File: src/sb_params.svh
// ------------------------------
// scoreboard parameters
// sizes of the issue buffer, the data path,
// the register file and the writeback ports
// ------------------------------

`ifndef SB_PARAMS_SVH
`define SB_PARAMS_SVH

// buffer depth, kept a power of two
`define SB_NR_ENTRIES 8
// index and transaction id width, 2**bits == entries
`define SB_TRANS_ID_BITS 3

// operand and result width
`define SB_XLEN 32

// general purpose register file
`define SB_REG_ADDR_BITS 5
`define SB_NR_GPR 32

// result ports from the functional units
`define SB_NR_WB_PORTS 2

`endif

File: src/sb_instr_pkg.sv
// ------------------------------
// instruction types
// fields that describe one decoded instruction
// and what comes back from its functional unit
// ------------------------------

`include "sb_params.svh"

package sb_instr_pkg;

  // functional unit that executes an instruction
  // NONE completes without a writeback
  typedef enum logic [2:0] {
    NONE   = 3'd0,
    ALU    = 3'd1,
    BRANCH = 3'd2,
    LOAD   = 3'd3,
    STORE  = 3'd4,
    MULT   = 3'd5,
    CSR    = 3'd6
  } fu_t;

  // gpr index
  typedef logic [`SB_REG_ADDR_BITS-1:0] reg_addr_t;

  // operand / result word
  typedef logic [`SB_XLEN-1:0] xlen_t;

  // exception cause as reported by the fu
  typedef logic [5:0] ex_cause_t;

endpackage

File: src/sb_queue_pkg.sv
// ------------------------------
// buffer bookkeeping types
// entry index and occupancy count
// ------------------------------

`include "sb_params.svh"

package sb_queue_pkg;

  // entry index, doubles as the transaction id
  typedef logic [`SB_TRANS_ID_BITS-1:0] trans_id_t;

  // occupancy count, one bit wider than the index
  // msb set means all entries are in use
  typedef logic [`SB_TRANS_ID_BITS:0] sb_cnt_t;

endpackage

File: src/sb_entry_store.sv
// ------------------------------
// scoreboard entry store
// circular buffer of issued instructions with
// issue / commit pointers and occupancy count,
// takes writeback results and flushes
// ------------------------------

`include "sb_params.svh"

module sb_entry_store (
  input  logic                                               clk_i,
  input  logic                                               rst_ni,
  input  logic                                               flush_i,
  input  logic                                               flush_unissued_i,
  // decoder side
  input  logic                                               decoded_valid_i,
  input  sb_instr_pkg::fu_t                                  decoded_fu_i,
  input  sb_instr_pkg::reg_addr_t                            decoded_rd_i,
  output logic                                               decoded_ack_o,
  // issue stage side
  output logic                                               issue_valid_o,
  output sb_queue_pkg::trans_id_t                            issue_trans_id_o,
  input  logic                                               issue_ack_i,
  output logic                                               sb_full_o,
  // writeback ports
  input  logic                      [`SB_NR_WB_PORTS-1:0]    wb_valid_i,
  input  sb_queue_pkg::trans_id_t   [`SB_NR_WB_PORTS-1:0]    wb_trans_id_i,
  input  sb_instr_pkg::xlen_t       [`SB_NR_WB_PORTS-1:0]    wb_data_i,
  input  logic                      [`SB_NR_WB_PORTS-1:0]    wb_ex_valid_i,
  input  sb_instr_pkg::ex_cause_t   [`SB_NR_WB_PORTS-1:0]    wb_ex_cause_i,
  // commit port, shows the oldest entry
  output logic                                               commit_valid_o,
  output sb_queue_pkg::trans_id_t                            commit_trans_id_o,
  output sb_instr_pkg::fu_t                                  commit_fu_o,
  output sb_instr_pkg::reg_addr_t                            commit_rd_o,
  output sb_instr_pkg::xlen_t                                commit_result_o,
  output logic                                               commit_ex_valid_o,
  output sb_instr_pkg::ex_cause_t                            commit_ex_cause_o,
  input  logic                                               commit_ack_i,
  // per-entry state for clobber map and forwarding
  output logic                      [`SB_NR_ENTRIES-1:0]     entry_issued_o,
  output logic                      [`SB_NR_ENTRIES-1:0]     entry_valid_o,
  output sb_instr_pkg::reg_addr_t   [`SB_NR_ENTRIES-1:0]     entry_rd_o,
  output sb_instr_pkg::fu_t         [`SB_NR_ENTRIES-1:0]     entry_fu_o,
  output sb_instr_pkg::xlen_t       [`SB_NR_ENTRIES-1:0]     entry_result_o
);

  import sb_instr_pkg::*;
  import sb_queue_pkg::*;

  // control bits per entry
  logic [`SB_NR_ENTRIES-1:0] issued_q, issued_d;
  logic [`SB_NR_ENTRIES-1:0] valid_q, valid_d;
  logic [`SB_NR_ENTRIES-1:0] ex_valid_q, ex_valid_d;

  // payload per entry
  fu_t       [`SB_NR_ENTRIES-1:0] fu_q;
  reg_addr_t [`SB_NR_ENTRIES-1:0] rd_q;
  xlen_t     [`SB_NR_ENTRIES-1:0] result_q;
  ex_cause_t [`SB_NR_ENTRIES-1:0] ex_cause_q;

  trans_id_t issue_ptr_q, issue_ptr_d;
  trans_id_t commit_ptr_q, commit_ptr_d;
  sb_cnt_t   cnt_q, cnt_d;

  logic full;
  logic issue_en;

  // works because the depth is a power of two
  assign full      = cnt_q[`SB_TRANS_ID_BITS];
  assign sb_full_o = full;

  // ------------------------------
  // handshakes
  // ------------------------------
  assign issue_valid_o    = decoded_valid_i & ~full;
  assign decoded_ack_o    = issue_ack_i & ~full;
  assign issue_trans_id_o = issue_ptr_q;
  // an instruction killed in decode is acked but never stored
  assign issue_en         = decoded_valid_i & decoded_ack_o & ~flush_unissued_i;

  // ------------------------------
  // control next state
  // ------------------------------
  always_comb begin
    issued_d   = issued_q;
    valid_d    = valid_q;
    ex_valid_d = ex_valid_q;

    // new entry, nothing completed yet
    if (issue_en) begin
      issued_d[issue_ptr_q]   = 1'b1;
      valid_d[issue_ptr_q]    = 1'b0;
      ex_valid_d[issue_ptr_q] = 1'b0;
    end

    // no functional unit, done right away
    for (int i = 0; i < `SB_NR_ENTRIES; i++) begin
      if (issued_q[i] && fu_q[i] == NONE) begin
        valid_d[i] = 1'b1;
      end
    end

    // results for entries that are still live
    // late results after a flush are dropped here
    for (int k = 0; k < `SB_NR_WB_PORTS; k++) begin
      if (wb_valid_i[k] && issued_q[wb_trans_id_i[k]]) begin
        valid_d[wb_trans_id_i[k]] = 1'b1;
        if (wb_ex_valid_i[k]) begin
          ex_valid_d[wb_trans_id_i[k]] = 1'b1;
        end
      end
    end

    // retire head
    if (commit_ack_i) begin
      issued_d[commit_ptr_q] = 1'b0;
      valid_d[commit_ptr_q]  = 1'b0;
    end

    if (flush_i) begin
      issued_d   = '0;
      valid_d    = '0;
      ex_valid_d = '0;
    end
  end

  // pointers and count
  assign issue_ptr_d  = flush_i ? '0 : issue_ptr_q + trans_id_t'(issue_en);
  assign commit_ptr_d = flush_i ? '0 : commit_ptr_q + trans_id_t'(commit_ack_i);
  assign cnt_d        = flush_i ? '0
                      : cnt_q + sb_cnt_t'(issue_en) - sb_cnt_t'(commit_ack_i);

  always_ff @(posedge clk_i or negedge rst_ni) begin
    if (!rst_ni) begin
      issued_q     <= '0;
      valid_q      <= '0;
      ex_valid_q   <= '0;
      issue_ptr_q  <= '0;
      commit_ptr_q <= '0;
      cnt_q        <= '0;
    end else begin
      issued_q     <= issued_d;
      valid_q      <= valid_d;
      ex_valid_q   <= ex_valid_d;
      issue_ptr_q  <= issue_ptr_d;
      commit_ptr_q <= commit_ptr_d;
      cnt_q        <= cnt_d;
    end
  end

  // ------------------------------
  // payload
  // ------------------------------
  always_ff @(posedge clk_i) begin
    if (issue_en) begin
      fu_q[issue_ptr_q] <= decoded_fu_i;
      rd_q[issue_ptr_q] <= decoded_rd_i;
    end
    // issue and writeback never hit the same slot
    for (int k = 0; k < `SB_NR_WB_PORTS; k++) begin
      if (wb_valid_i[k] && issued_q[wb_trans_id_i[k]]) begin
        result_q[wb_trans_id_i[k]] <= wb_data_i[k];
        if (wb_ex_valid_i[k]) begin
          ex_cause_q[wb_trans_id_i[k]] <= wb_ex_cause_i[k];
        end
      end
    end
  end

  // head of the buffer
  assign commit_valid_o    = issued_q[commit_ptr_q] & valid_q[commit_ptr_q];
  assign commit_trans_id_o = commit_ptr_q;
  assign commit_fu_o       = fu_q[commit_ptr_q];
  assign commit_rd_o       = rd_q[commit_ptr_q];
  assign commit_result_o   = result_q[commit_ptr_q];
  assign commit_ex_valid_o = ex_valid_q[commit_ptr_q];
  assign commit_ex_cause_o = ex_cause_q[commit_ptr_q];

  assign entry_issued_o = issued_q;
  assign entry_valid_o  = valid_q;
  assign entry_rd_o     = rd_q;
  assign entry_fu_o     = fu_q;
  assign entry_result_o = result_q;

  // ------------------------------
  // protocol checks
  // ------------------------------
  // commit stage only retires a completed head
  assert property (@(posedge clk_i) disable iff (!rst_ni) commit_ack_i |-> commit_valid_o)
    else $error("commit ack without a valid head entry");

  // issue stage only acks an offered instruction
  assert property (@(posedge clk_i) disable iff (!rst_ni) issue_ack_i |-> issue_valid_o)
    else $error("issue ack without a valid instruction");

  // two fus never retire the same transaction
  assert property (@(posedge clk_i) disable iff (!rst_ni)
    (wb_valid_i[0] && wb_valid_i[1]) |-> (wb_trans_id_i[0] != wb_trans_id_i[1]))
    else $error("both writeback ports carry the same transaction id");

endmodule

File: src/sb_clobber_map.sv
// ------------------------------
// destination clobber map
// for every gpr, the fu of the oldest-slot
// issued entry that will write it
// ------------------------------

`include "sb_params.svh"

module sb_clobber_map (
  input  logic                                           clk_i,
  input  logic                                           rst_ni,
  input  logic                    [`SB_NR_ENTRIES-1:0]   entry_issued_i,
  input  sb_instr_pkg::reg_addr_t [`SB_NR_ENTRIES-1:0]   entry_rd_i,
  input  sb_instr_pkg::fu_t       [`SB_NR_ENTRIES-1:0]   entry_fu_i,
  output sb_instr_pkg::fu_t       [`SB_NR_GPR-1:0]       rd_clobber_o
);

  import sb_instr_pkg::*;

  always_comb begin
    for (int r = 0; r < `SB_NR_GPR; r++) begin
      // free unless some entry claims it
      rd_clobber_o[r] = NONE;
      // walk downwards so the lowest index wins
      // x0 is hardwired, an entry writing it never claims it
      for (int i = `SB_NR_ENTRIES - 1; i >= 0; i--) begin
        if (entry_issued_i[i] && entry_rd_i[i] != '0 &&
            entry_rd_i[i] == reg_addr_t'(r)) begin
          rd_clobber_o[r] = entry_fu_i[i];
        end
      end
    end
  end

  // x0 stays free whatever the buffer holds
  assert property (@(posedge clk_i) disable iff (!rst_ni) rd_clobber_o[0] == NONE)
    else $error("register 0 reported as clobbered");

endmodule

File: src/sb_operand_fwd.sv
// ------------------------------
// operand forwarding
// rs1/rs2 lookup, writeback ports first,
// then completed entries in index order
// ------------------------------

`include "sb_params.svh"

module sb_operand_fwd (
  input  sb_instr_pkg::reg_addr_t                           rs1_i,
  input  sb_instr_pkg::reg_addr_t                           rs2_i,
  // stored entry state
  input  logic                      [`SB_NR_ENTRIES-1:0]    entry_issued_i,
  input  logic                      [`SB_NR_ENTRIES-1:0]    entry_valid_i,
  input  sb_instr_pkg::reg_addr_t   [`SB_NR_ENTRIES-1:0]    entry_rd_i,
  input  sb_instr_pkg::xlen_t       [`SB_NR_ENTRIES-1:0]    entry_result_i,
  // results arriving this cycle
  input  logic                      [`SB_NR_WB_PORTS-1:0]   wb_valid_i,
  input  sb_queue_pkg::trans_id_t   [`SB_NR_WB_PORTS-1:0]   wb_trans_id_i,
  input  sb_instr_pkg::xlen_t       [`SB_NR_WB_PORTS-1:0]   wb_data_i,
  input  logic                      [`SB_NR_WB_PORTS-1:0]   wb_ex_valid_i,
  output sb_instr_pkg::xlen_t                               rs1_o,
  output logic                                              rs1_valid_o,
  output sb_instr_pkg::xlen_t                               rs2_o,
  output logic                                              rs2_valid_o
);

  import sb_instr_pkg::*;

  // both operands go through the same search
  reg_addr_t rs_addr  [2];
  xlen_t     rs_data  [2];
  logic      rs_valid [2];

  assign rs_addr[0] = rs1_i;
  assign rs_addr[1] = rs2_i;

  for (genvar o = 0; o < 2; o++) begin : gen_operand
    always_comb begin
      rs_valid[o] = 1'b0;
      rs_data[o]  = '0;
      // lowest priority first, later hits overwrite
      // completed entries, entry 0 strongest
      for (int i = `SB_NR_ENTRIES - 1; i >= 0; i--) begin
        if (entry_issued_i[i] && entry_valid_i[i] && entry_rd_i[i] == rs_addr[o]) begin
          rs_valid[o] = 1'b1;
          rs_data[o]  = entry_result_i[i];
        end
      end
      // same-cycle results beat stored ones, port 0 strongest
      // a faulting result is never forwarded
      for (int k = `SB_NR_WB_PORTS - 1; k >= 0; k--) begin
        if (wb_valid_i[k] && !wb_ex_valid_i[k] &&
            entry_rd_i[wb_trans_id_i[k]] == rs_addr[o]) begin
          rs_valid[o] = 1'b1;
          rs_data[o]  = wb_data_i[k];
        end
      end
      // x0 reads from the register file
      if (rs_addr[o] == '0) begin
        rs_valid[o] = 1'b0;
        rs_data[o]  = '0;
      end
    end
  end

  assign rs1_o       = rs_data[0];
  assign rs1_valid_o = rs_valid[0];
  assign rs2_o       = rs_data[1];
  assign rs2_valid_o = rs_valid[1];

endmodule

File: src/sb_top.sv
// ------------------------------
// instruction scoreboard
// tracks issued instructions until commit,
// drives clobber map and operand forwarding
// ------------------------------

`include "sb_params.svh"

module sb_top (
  input  logic                                             clk_i,
  input  logic                                             rst_ni,
  input  logic                                             flush_i,
  input  logic                                             flush_unissued_i,
  input  logic                                             decoded_valid_i,
  input  sb_instr_pkg::fu_t                                decoded_fu_i,
  input  sb_instr_pkg::reg_addr_t                          decoded_rd_i,
  output logic                                             decoded_ack_o,
  output logic                                             issue_valid_o,
  output sb_queue_pkg::trans_id_t                          issue_trans_id_o,
  input  logic                                             issue_ack_i,
  output logic                                             sb_full_o,
  input  logic                    [`SB_NR_WB_PORTS-1:0]    wb_valid_i,
  input  sb_queue_pkg::trans_id_t [`SB_NR_WB_PORTS-1:0]    wb_trans_id_i,
  input  sb_instr_pkg::xlen_t     [`SB_NR_WB_PORTS-1:0]    wb_data_i,
  input  logic                    [`SB_NR_WB_PORTS-1:0]    wb_ex_valid_i,
  input  sb_instr_pkg::ex_cause_t [`SB_NR_WB_PORTS-1:0]    wb_ex_cause_i,
  output logic                                             commit_valid_o,
  output sb_queue_pkg::trans_id_t                          commit_trans_id_o,
  output sb_instr_pkg::fu_t                                commit_fu_o,
  output sb_instr_pkg::reg_addr_t                          commit_rd_o,
  output sb_instr_pkg::xlen_t                              commit_result_o,
  output logic                                             commit_ex_valid_o,
  output sb_instr_pkg::ex_cause_t                          commit_ex_cause_o,
  input  logic                                             commit_ack_i,
  output sb_instr_pkg::fu_t       [`SB_NR_GPR-1:0]         rd_clobber_o,
  input  sb_instr_pkg::reg_addr_t                          rs1_i,
  input  sb_instr_pkg::reg_addr_t                          rs2_i,
  output sb_instr_pkg::xlen_t                              rs1_o,
  output logic                                             rs1_valid_o,
  output sb_instr_pkg::xlen_t                              rs2_o,
  output logic                                             rs2_valid_o
);

  // entry state shared by the lookups
  logic                    [`SB_NR_ENTRIES-1:0] entry_issued;
  logic                    [`SB_NR_ENTRIES-1:0] entry_valid;
  sb_instr_pkg::reg_addr_t [`SB_NR_ENTRIES-1:0] entry_rd;
  sb_instr_pkg::fu_t       [`SB_NR_ENTRIES-1:0] entry_fu;
  sb_instr_pkg::xlen_t     [`SB_NR_ENTRIES-1:0] entry_result;

  sb_entry_store i_entry_store (
    .clk_i             (clk_i),
    .rst_ni            (rst_ni),
    .flush_i           (flush_i),
    .flush_unissued_i  (flush_unissued_i),
    .decoded_valid_i   (decoded_valid_i),
    .decoded_fu_i      (decoded_fu_i),
    .decoded_rd_i      (decoded_rd_i),
    .decoded_ack_o     (decoded_ack_o),
    .issue_valid_o     (issue_valid_o),
    .issue_trans_id_o  (issue_trans_id_o),
    .issue_ack_i       (issue_ack_i),
    .sb_full_o         (sb_full_o),
    .wb_valid_i        (wb_valid_i),
    .wb_trans_id_i     (wb_trans_id_i),
    .wb_data_i         (wb_data_i),
    .wb_ex_valid_i     (wb_ex_valid_i),
    .wb_ex_cause_i     (wb_ex_cause_i),
    .commit_valid_o    (commit_valid_o),
    .commit_trans_id_o (commit_trans_id_o),
    .commit_fu_o       (commit_fu_o),
    .commit_rd_o       (commit_rd_o),
    .commit_result_o   (commit_result_o),
    .commit_ex_valid_o (commit_ex_valid_o),
    .commit_ex_cause_o (commit_ex_cause_o),
    .commit_ack_i      (commit_ack_i),
    .entry_issued_o    (entry_issued),
    .entry_valid_o     (entry_valid),
    .entry_rd_o        (entry_rd),
    .entry_fu_o        (entry_fu),
    .entry_result_o    (entry_result)
  );

  sb_clobber_map i_clobber_map (
    .clk_i          (clk_i),
    .rst_ni         (rst_ni),
    .entry_issued_i (entry_issued),
    .entry_rd_i     (entry_rd),
    .entry_fu_i     (entry_fu),
    .rd_clobber_o   (rd_clobber_o)
  );

  sb_operand_fwd i_operand_fwd (
    .rs1_i          (rs1_i),
    .rs2_i          (rs2_i),
    .entry_issued_i (entry_issued),
    .entry_valid_i  (entry_valid),
    .entry_rd_i     (entry_rd),
    .entry_result_i (entry_result),
    .wb_valid_i     (wb_valid_i),
    .wb_trans_id_i  (wb_trans_id_i),
    .wb_data_i      (wb_data_i),
    .wb_ex_valid_i  (wb_ex_valid_i),
    .rs1_o          (rs1_o),
    .rs1_valid_o    (rs1_valid_o),
    .rs2_o          (rs2_o),
    .rs2_valid_o    (rs2_valid_o)
  );

endmodule

File: config.mk
export PLATFORM = sky130hd
export DESIGN_NAME = sb_top
export DESIGN_NICKNAME = d
export VERILOG_FILES = /design/src/sb_instr_pkg.sv /design/src/sb_queue_pkg.sv /design/src/sb_entry_store.sv /design/src/sb_clobber_map.sv /design/src/sb_operand_fwd.sv /design/src/sb_top.sv
export VERILOG_INCLUDE_DIRS = /design/src
export SDC_FILE = /design/constraint.sdc
export NUM_CORES = 2
export LEC_CHECK = 0
export BUFFER_PORTS_ARGS = -buffer_cell sky130_fd_sc_hd__buf_2
export CAP_MARGIN = 25
export CORE_MARGIN = 8
export CORE_UTILIZATION = 52
export DETAILED_ROUTE_END_ITERATION = 8
export GPL_ROUTABILITY_DRIVEN = 1
export GPL_TIMING_DRIVEN = 1
export MAX_ROUTING_LAYER = met4
export PLACE_DENSITY = 0.71
export SYNTH_ARGS = -nofsm -noshare
export SYNTH_HDL_FRONTEND = slang
export SYNTH_SLANG_ARGS = --single-unit
File: constraint.sdc
create_clock -name clk_i -period 5.3 [get_ports clk_i]
set_clock_uncertainty 0.1 [all_clocks]
set_input_delay 1.06 -clock clk_i [delete_from_list [all_inputs] [get_ports clk_i]]
set_output_delay 1.06 -clock clk_i [all_outputs]
set_load 0.1 [all_outputs]
* Word level (Yosys, flattened, before mapping) *
Index checks and enable logic that the tools add are counted.

storage, ports and cells
  flip-flop bits (word level) = 402
  input bits = 111
  output and inout bits = 219

cells by class
  $add $sub $neg = 4
  bitwise logic cells = 18
  equal/unequal tests = 268
  $lt $le $gt $ge = 8
  multiplexer cells = 379
  reductions and logical operators = 336

operator list
  cell                                            count
  2-to-1 mux 32 bit                               25
  2-to-1 mux 3 bit                                260
  == test 5 bit (second input constant)           128
  bitwise mux 256 bit                             2
  2-to-1 mux 256 bit                              2
  == test 5 x 4 -> 1 bit (second input constant)  64
  logical AND 1 bit                               308
  demux 32 bit (select 3 bit)                     2
  2-to-1 mux 48 bit                               4
  == test 5 x 3 -> 1 bit (second input constant)  32
  2-to-1 mux 8 bit                                14
  == test 5 bit                                   20
  binary-select mux 32 bit (select 3 bit)         1
  bitwise mux 48 bit                              2
  == test 5 x 2 -> 1 bit (second input constant)  16
  logical NOT 5 bit                               10
  binary-select mux 5 bit (select 3 bit)          3
  bitwise mux 40 bit                              1
  == test 5 x 1 -> 1 bit (second input constant)  8
  OR 8 bit                                        5
  nonzero test 5 bit                              8
  2-to-1 mux 1 bit                                39
  demux 6 bit (select 3 bit)                      2
  bitwise AND 8 bit                               4
  other kinds (20)                                53

* Longest topological paths before layout *
  word-level depth = 15
  gate-level depth with buffers = 12
  mapped depth without buffers = 8

* Modules after synthesis *
From an unflattened synthesis, not the netlist that was laid out.

unflattened totals
  cell total of the unflattened synthesis = 5443
  area, all modules = 40218.6 um2

by module, submodules not included
  module          area an instance (um2)  sequential area each (um2)  cells an instance  times used
  sb_entry_store  20828.7                 8858.5                      2311               1
  sb_clobber_map  10809.1                 0.0                         1801               1
  sb_operand_fwd  8580.7                  0.0                         1331               1

* Worst setup path after synthesis *
Ideal clock, no wire load.

  kind = input-to-output
  start point = input wb_trans_id_i[5] in the netlist's numbering
  end point = output rs1_o[11]
  buffers on the path = 2
  cell stages on the path = 10
  required time = 4.140 ns
  slack = -1.675 ns
  arrival time = 5.815 ns
  cell sequence = buf_2 -> buf_4 -> mux4_2 -> mux2i_1 -> xor2_1 -> o211ai_1 -> nor2_2 -> a221o_1 -> a21oi_1 -> o41ai_1

on the way
  cells in the longest elaborated chain, start to end = 7

ends and longest elaborated chain
  element                                 line                  source
  from (decl)                             sb_top.sv:23          input sb_queue_pkg::trans_id_t [`SB_NR_WB_PORTS-1:0] wb_trans_id_i,
  binary-select mux 5 bit (select 3 bit)  sb_operand_fwd.sv:54  entry_rd_i[wb_trans_id_i[k]] == rs_addr[o]) begin
  2-to-1 mux 5 bit (not written as such)  sb_operand_fwd.sv:54
  == test 5 bit                           sb_operand_fwd.sv:54
  logical AND 1 bit                       sb_operand_fwd.sv:53  if (wb_valid_i[k] && !wb_ex_valid_i[k] &&
  2-to-1 mux 32 bit (2 in a row)          sb_operand_fwd.sv:53
  2-to-1 mux 32 bit                       sb_operand_fwd.sv:60  if (rs_addr[o] == '0) begin
  to (decl)                               sb_top.sv:38          output sb_instr_pkg::xlen_t rs1_o,

No other way between the ends. The select of a mux whose other input is x is not followed.

* Worst setup path in the final report *
  start point = register i_entry_store.rd_q, in the netlist i_entry_store.entry_rd_o[34]
  end point = output rs1_o[30]

on the way
  cells in the longest elaborated chain, start to end = 12
  elaborated cells between the ends (all ways) = 20

ends and longest elaborated chain
  element                            line                   source
  from (decl)                        sb_entry_store.sv:58   reg_addr_t [`SB_NR_ENTRIES-1:0] rd_q;
  from (signal, indexed assignment)  sb_entry_store.sv:158  rd_q[issue_ptr_q] <= decoded_rd_i;
  == test 5 bit                      sb_operand_fwd.sv:45   if (entry_issued_i[i] && entry_valid_i[i] && entry_rd_i[i] == rs_addr[o]) begin
  logical AND 1 bit                  sb_operand_fwd.sv:45
  2-to-1 mux 32 bit (7 in a row)     sb_operand_fwd.sv:45
  2-to-1 mux 32 bit                  sb_operand_fwd.sv:53
  2-to-1 mux 32 bit (*)              sb_operand_fwd.sv:53
  2-to-1 mux 32 bit (*)              sb_operand_fwd.sv:60

Mark *: on every way between the ends. The rest lies on a longest branch, timed or not. The select of a mux whose other input is x is not followed.

==> summary.md <==
| Metric | Value |
|---|---|
| Gr usage total | `43.7%` |
| Vias per std cell | `7.15` |
| Overall die area | `76,000 sq um` |
| Max_cap viols | `0` |
| Synth Cell Area | `~35,000 sq um` |
| Post-route ant nets | `0` |
| Final Hold Viols | `0` |
| Area of the multi-input gates | `24,300 sq um` |
| Clk sink count | `402` |
| First-pass GRT wire length | `approximately 250,000 um` |
| Vias | `40,700` |
| Post-synth EDFFs | `64` |
| Die Y | `276 um` |
| Critical path type | `reg -> out` |
| FILL cells | `between 6,000 and 7,000` |
| Commonest cells after routing, fill and taps aside | `nand2_1 (623), nor2_1 (530), o21ai_0 (393), a21oi_1 (350), mux2i_1 (350)` |
| Final count of pins violating max slew | `0` |
| CP top delay family | `compound AO/OA/AOI/OAI gates` |
| CP peak stage delay | `about 0.9 ns` |
| Post-Syn Instances | `4,694` |
| DRT iter0 DRCs | `6,745` |
| RSZ-0062 raised after global routing | `no` |
| Min cycle time layout | `5.30 ns` |
| Die width | `276 um` |
| Final setup violation count | `0` |
| Htree depth | `2` |
| GPL Wtd Cong | `1.11` |
| Vias in the first global route | `37,600` |
| Routed WL | `roughly 170,000 um` |
| Largest net degree at the start of global routing | `66` |
| Cell variety after synth | `83` |
| Ys async rst share | `roughly 8.5%` |
| Register area | `8870 sq um` |
| Top FF cell, synth | `dfxtp_1` |
| DRT Pass-1 Iters | `7` |
| Area grow syn2layout | `14.9%` |
| Final #Nets | `4,870` |
| Placement row count | `between 90 and 100` |
| Outcome | `finished clean` |
| Cts hold-fix bufs | `0` |
| Final Non-Filler Cells | `5,687` |
| Sequence of cells on the critical path | `xnor2_1 -> nand4_1 -> or3_2 -> buf_12 -> mux2_2 -> a22oi_1 -> nor3_1 -> o21ai_0 -> a21oi_2 -> buf_12` |
| Slew headroom | `21.1%` |
| Bufs on Longest Clock Path | `3` |
| CP Buf/Inv Count | `2` |
| Register area share after synthesis | `between 20 and 30%` |
| Worst skew pair latency | `between 0.5 and 0.6 ns` |
| Crit-path most repeated cell | `buf_12` |
| Post-DP HPWL | `114,000 um` |
| Avg Cell Area, Syn | `7.47 sq um` |
| Worst slew pin tran | `1.18 ns` |
| Post-Route Setup TNS | `0 ns` |
| Initial antenna violation count | `23` |
| Setup crit start | `i_entry_store.entry_rd_o[34]$_DFFE_PP_` |
| Core Footprint | `roughly 67,000 sq um` |
| Crit-path max FO | `33` |
| Power Density | `204 nW/um^2` |
| Gr ovfl total | `0` |
| Worst EP arrival | `4.14 ns` |
| CP Data Required Time | `roughly 4.1 ns` |
| Setup crit start kind | `register` |
| CTS buffer count | `45` |
| Lkg Pwr | `15.4 nW` |
| # IOs | `330` |
| Layout cells sized above 1 | `19.0%` |
| Number of synthesized register bits | `between 400 and 500` |
| Yosys warns | `0` |
| PortBufs | `326` |
| Effective utilization at floorplan | `between 50% and 60%` |
| Reg clk slew, reported paths | `0.06 ns` |
| # DRC | `0` |
| Clock Tree Root | `clkbuf_16` |
| Min-Delay Path Class | `reg -> reg` |
| Period utilization | `roughly 100%` |
| Placed cells | `5,567` |
| Slowest stage cell, crit path | `edfxtp_1` |
| VDD IR max | `approximately 260 uV` |
| Crit path capture type | `primary output` |
| HP Start | `i_entry_store.entry_result_o[216]$_DFF_P_` |
| Max Fclk | `approximately 0.19 GHz` |
| DR WL/cell | `29.7 um` |
| R2R Path Start | `i_entry_store.entry_issued_o[0]$_DFF_PN0_` |
| Commonest non-fill, non-tap cell in the layout | `nand2_1` |
| CTS tree | `done` |
per-layer routing:
metal  part of all wire, %  global-route usage [%]  vias to the layer above
met3                    15                    13.1                     1134
met1                    35                    52.3                    18600
li1                      -                       -                    17300
met5                     0                       -                        -
met2                    41                    61.8                     3654
met4                   8.8                    32.0                        0
state kept, by name, summed over array words and instances (netlist names):
register and flops:
i_entry_store.ex_valid_q 8, i_entry_store.cnt_q 4, i_entry_store.entry_issued_o 8, i_entry_store.commit_trans_id_o 3, i_entry_store.ex_cause_q 48, i_entry_store.entry_fu_o 24
i_entry_store.entry_rd_o 40, i_entry_store.entry_result_o 256, i_entry_store.issue_trans_id_o 3, i_entry_store.entry_valid_o 8
through the flow:
step,power [mW],instance area [sq um],utilization (%),hold slack (ns),worst slack (ns)
after floorplan,4.71,35300,-,0.361,0.0303
after global placement,5.08,38600,57.7,0.383,0.339
after detailed placement,5.11,38600,57.7,0.391,0.300
after CTS,8.18,40100,59.9,0.402,0.0609
after global routing,8.42,40300,60.2,0.429,0.000700
final,8.22,40300,60.2,0.400,0.00465
tightest hold or removal path, cell delays in order, from the launching register on:
cell	delay, ns
dfxtp_1	0.33
nand2_1	0.06
a31oi_1	0.07
repair_timing:
item | CTS | global route
setup endpoints to repair | 0 | 34
resized for setup | 0 | 4
buffers inserted | 0 | 8
where the power goes:
| group | internal (mW) | switching (mW) | total (mW) |
|---|---|---|---|
| Clock | 1.75 | 1.39 | 3.14 |
| Sequential | 3.28 | 0.230 | 3.51 |
| Combinational | 0.506 | 1.07 | 1.58 |
| Total | 5.53 | 2.69 | 8.22 |
Yosys cell counts (all sizes together) (9+ instances only):
library cell  instances  area share, %
inv                  35           0.37
nand4                27           0.48
edfxtp               64            5.5
a211o                47            1.2
nor2                535            5.7
nor4                 19           0.34
xor2                 53            1.3
mux4                103            6.6
a221oi               20           0.50
dfrtp                34            2.4
mux2i               350             10
and3                 12           0.21
o21ai               396            5.7
a31oi               112            2.0
o311ai                9           0.22
a21oi               413            6.0
o2111ai              10           0.25
nand2b               29           0.52
and2                 19           0.34
buf                 170            2.7
a22oi                83            1.8
o221ai              103            2.6
o22ai                68            1.2
a21boi               33           0.71
a211oi               26           0.56
or3                  40           0.73
dfxtp               304             17
o211ai               49            1.0
xnor2                47            1.2
nand3               200            2.9
clkbuf              345            3.7
nand2               631            6.8
nor3                 73            1.0
nor2b                47           0.85
mux2                 85            2.7
layout make-up:
type                    count  share of cell area (%)
repair buffers            522                    10.9
well taps                 873                    2.71
clock buffers              58                    3.14
clock inverters            23                   0.460
flip-flops and latches    402                    22.0
inverters                  37                   0.345
multi-input cells        3742                    60.2
diodes                     30                   0.186
worst paths after layout:
check,endpoint,slack (ns),cells after the start
max in group asynchronous,i_entry_store.commit_trans_id_o[0]$_DFF_PN0_,3.98,1
worst min register to register,i_entry_store.entry_result_o[216]$_DFF_P_,0.40,2
worst min-delay path,i_entry_store.entry_result_o[216]$_DFF_P_,0.40,2
min in group asynchronous,i_entry_store.issue_trans_id_o[1]$_DFF_PN0_,0.49,1
worst max register to register,i_entry_store.ex_cause_q[1]$_DFF_P_,1.63,8
worst max-delay path,rs1_o[30],0.005,10
cell families after synthesis:
family	count (synthesis)	share of synthesized area, %
AO/OA/AOI/OAI	1413	24.7
XOR/XNOR	100	2.50
adder cells (fa/ha/maj)	9	0.343
buffers and inverters	552	6.81
flip-flops	402	25.3
multiplexers	538	19.3
other	1	0.0107
AND/OR/NAND/NOR	1679	21.0
No activity file was read; power rests on OpenSTA's default activity.
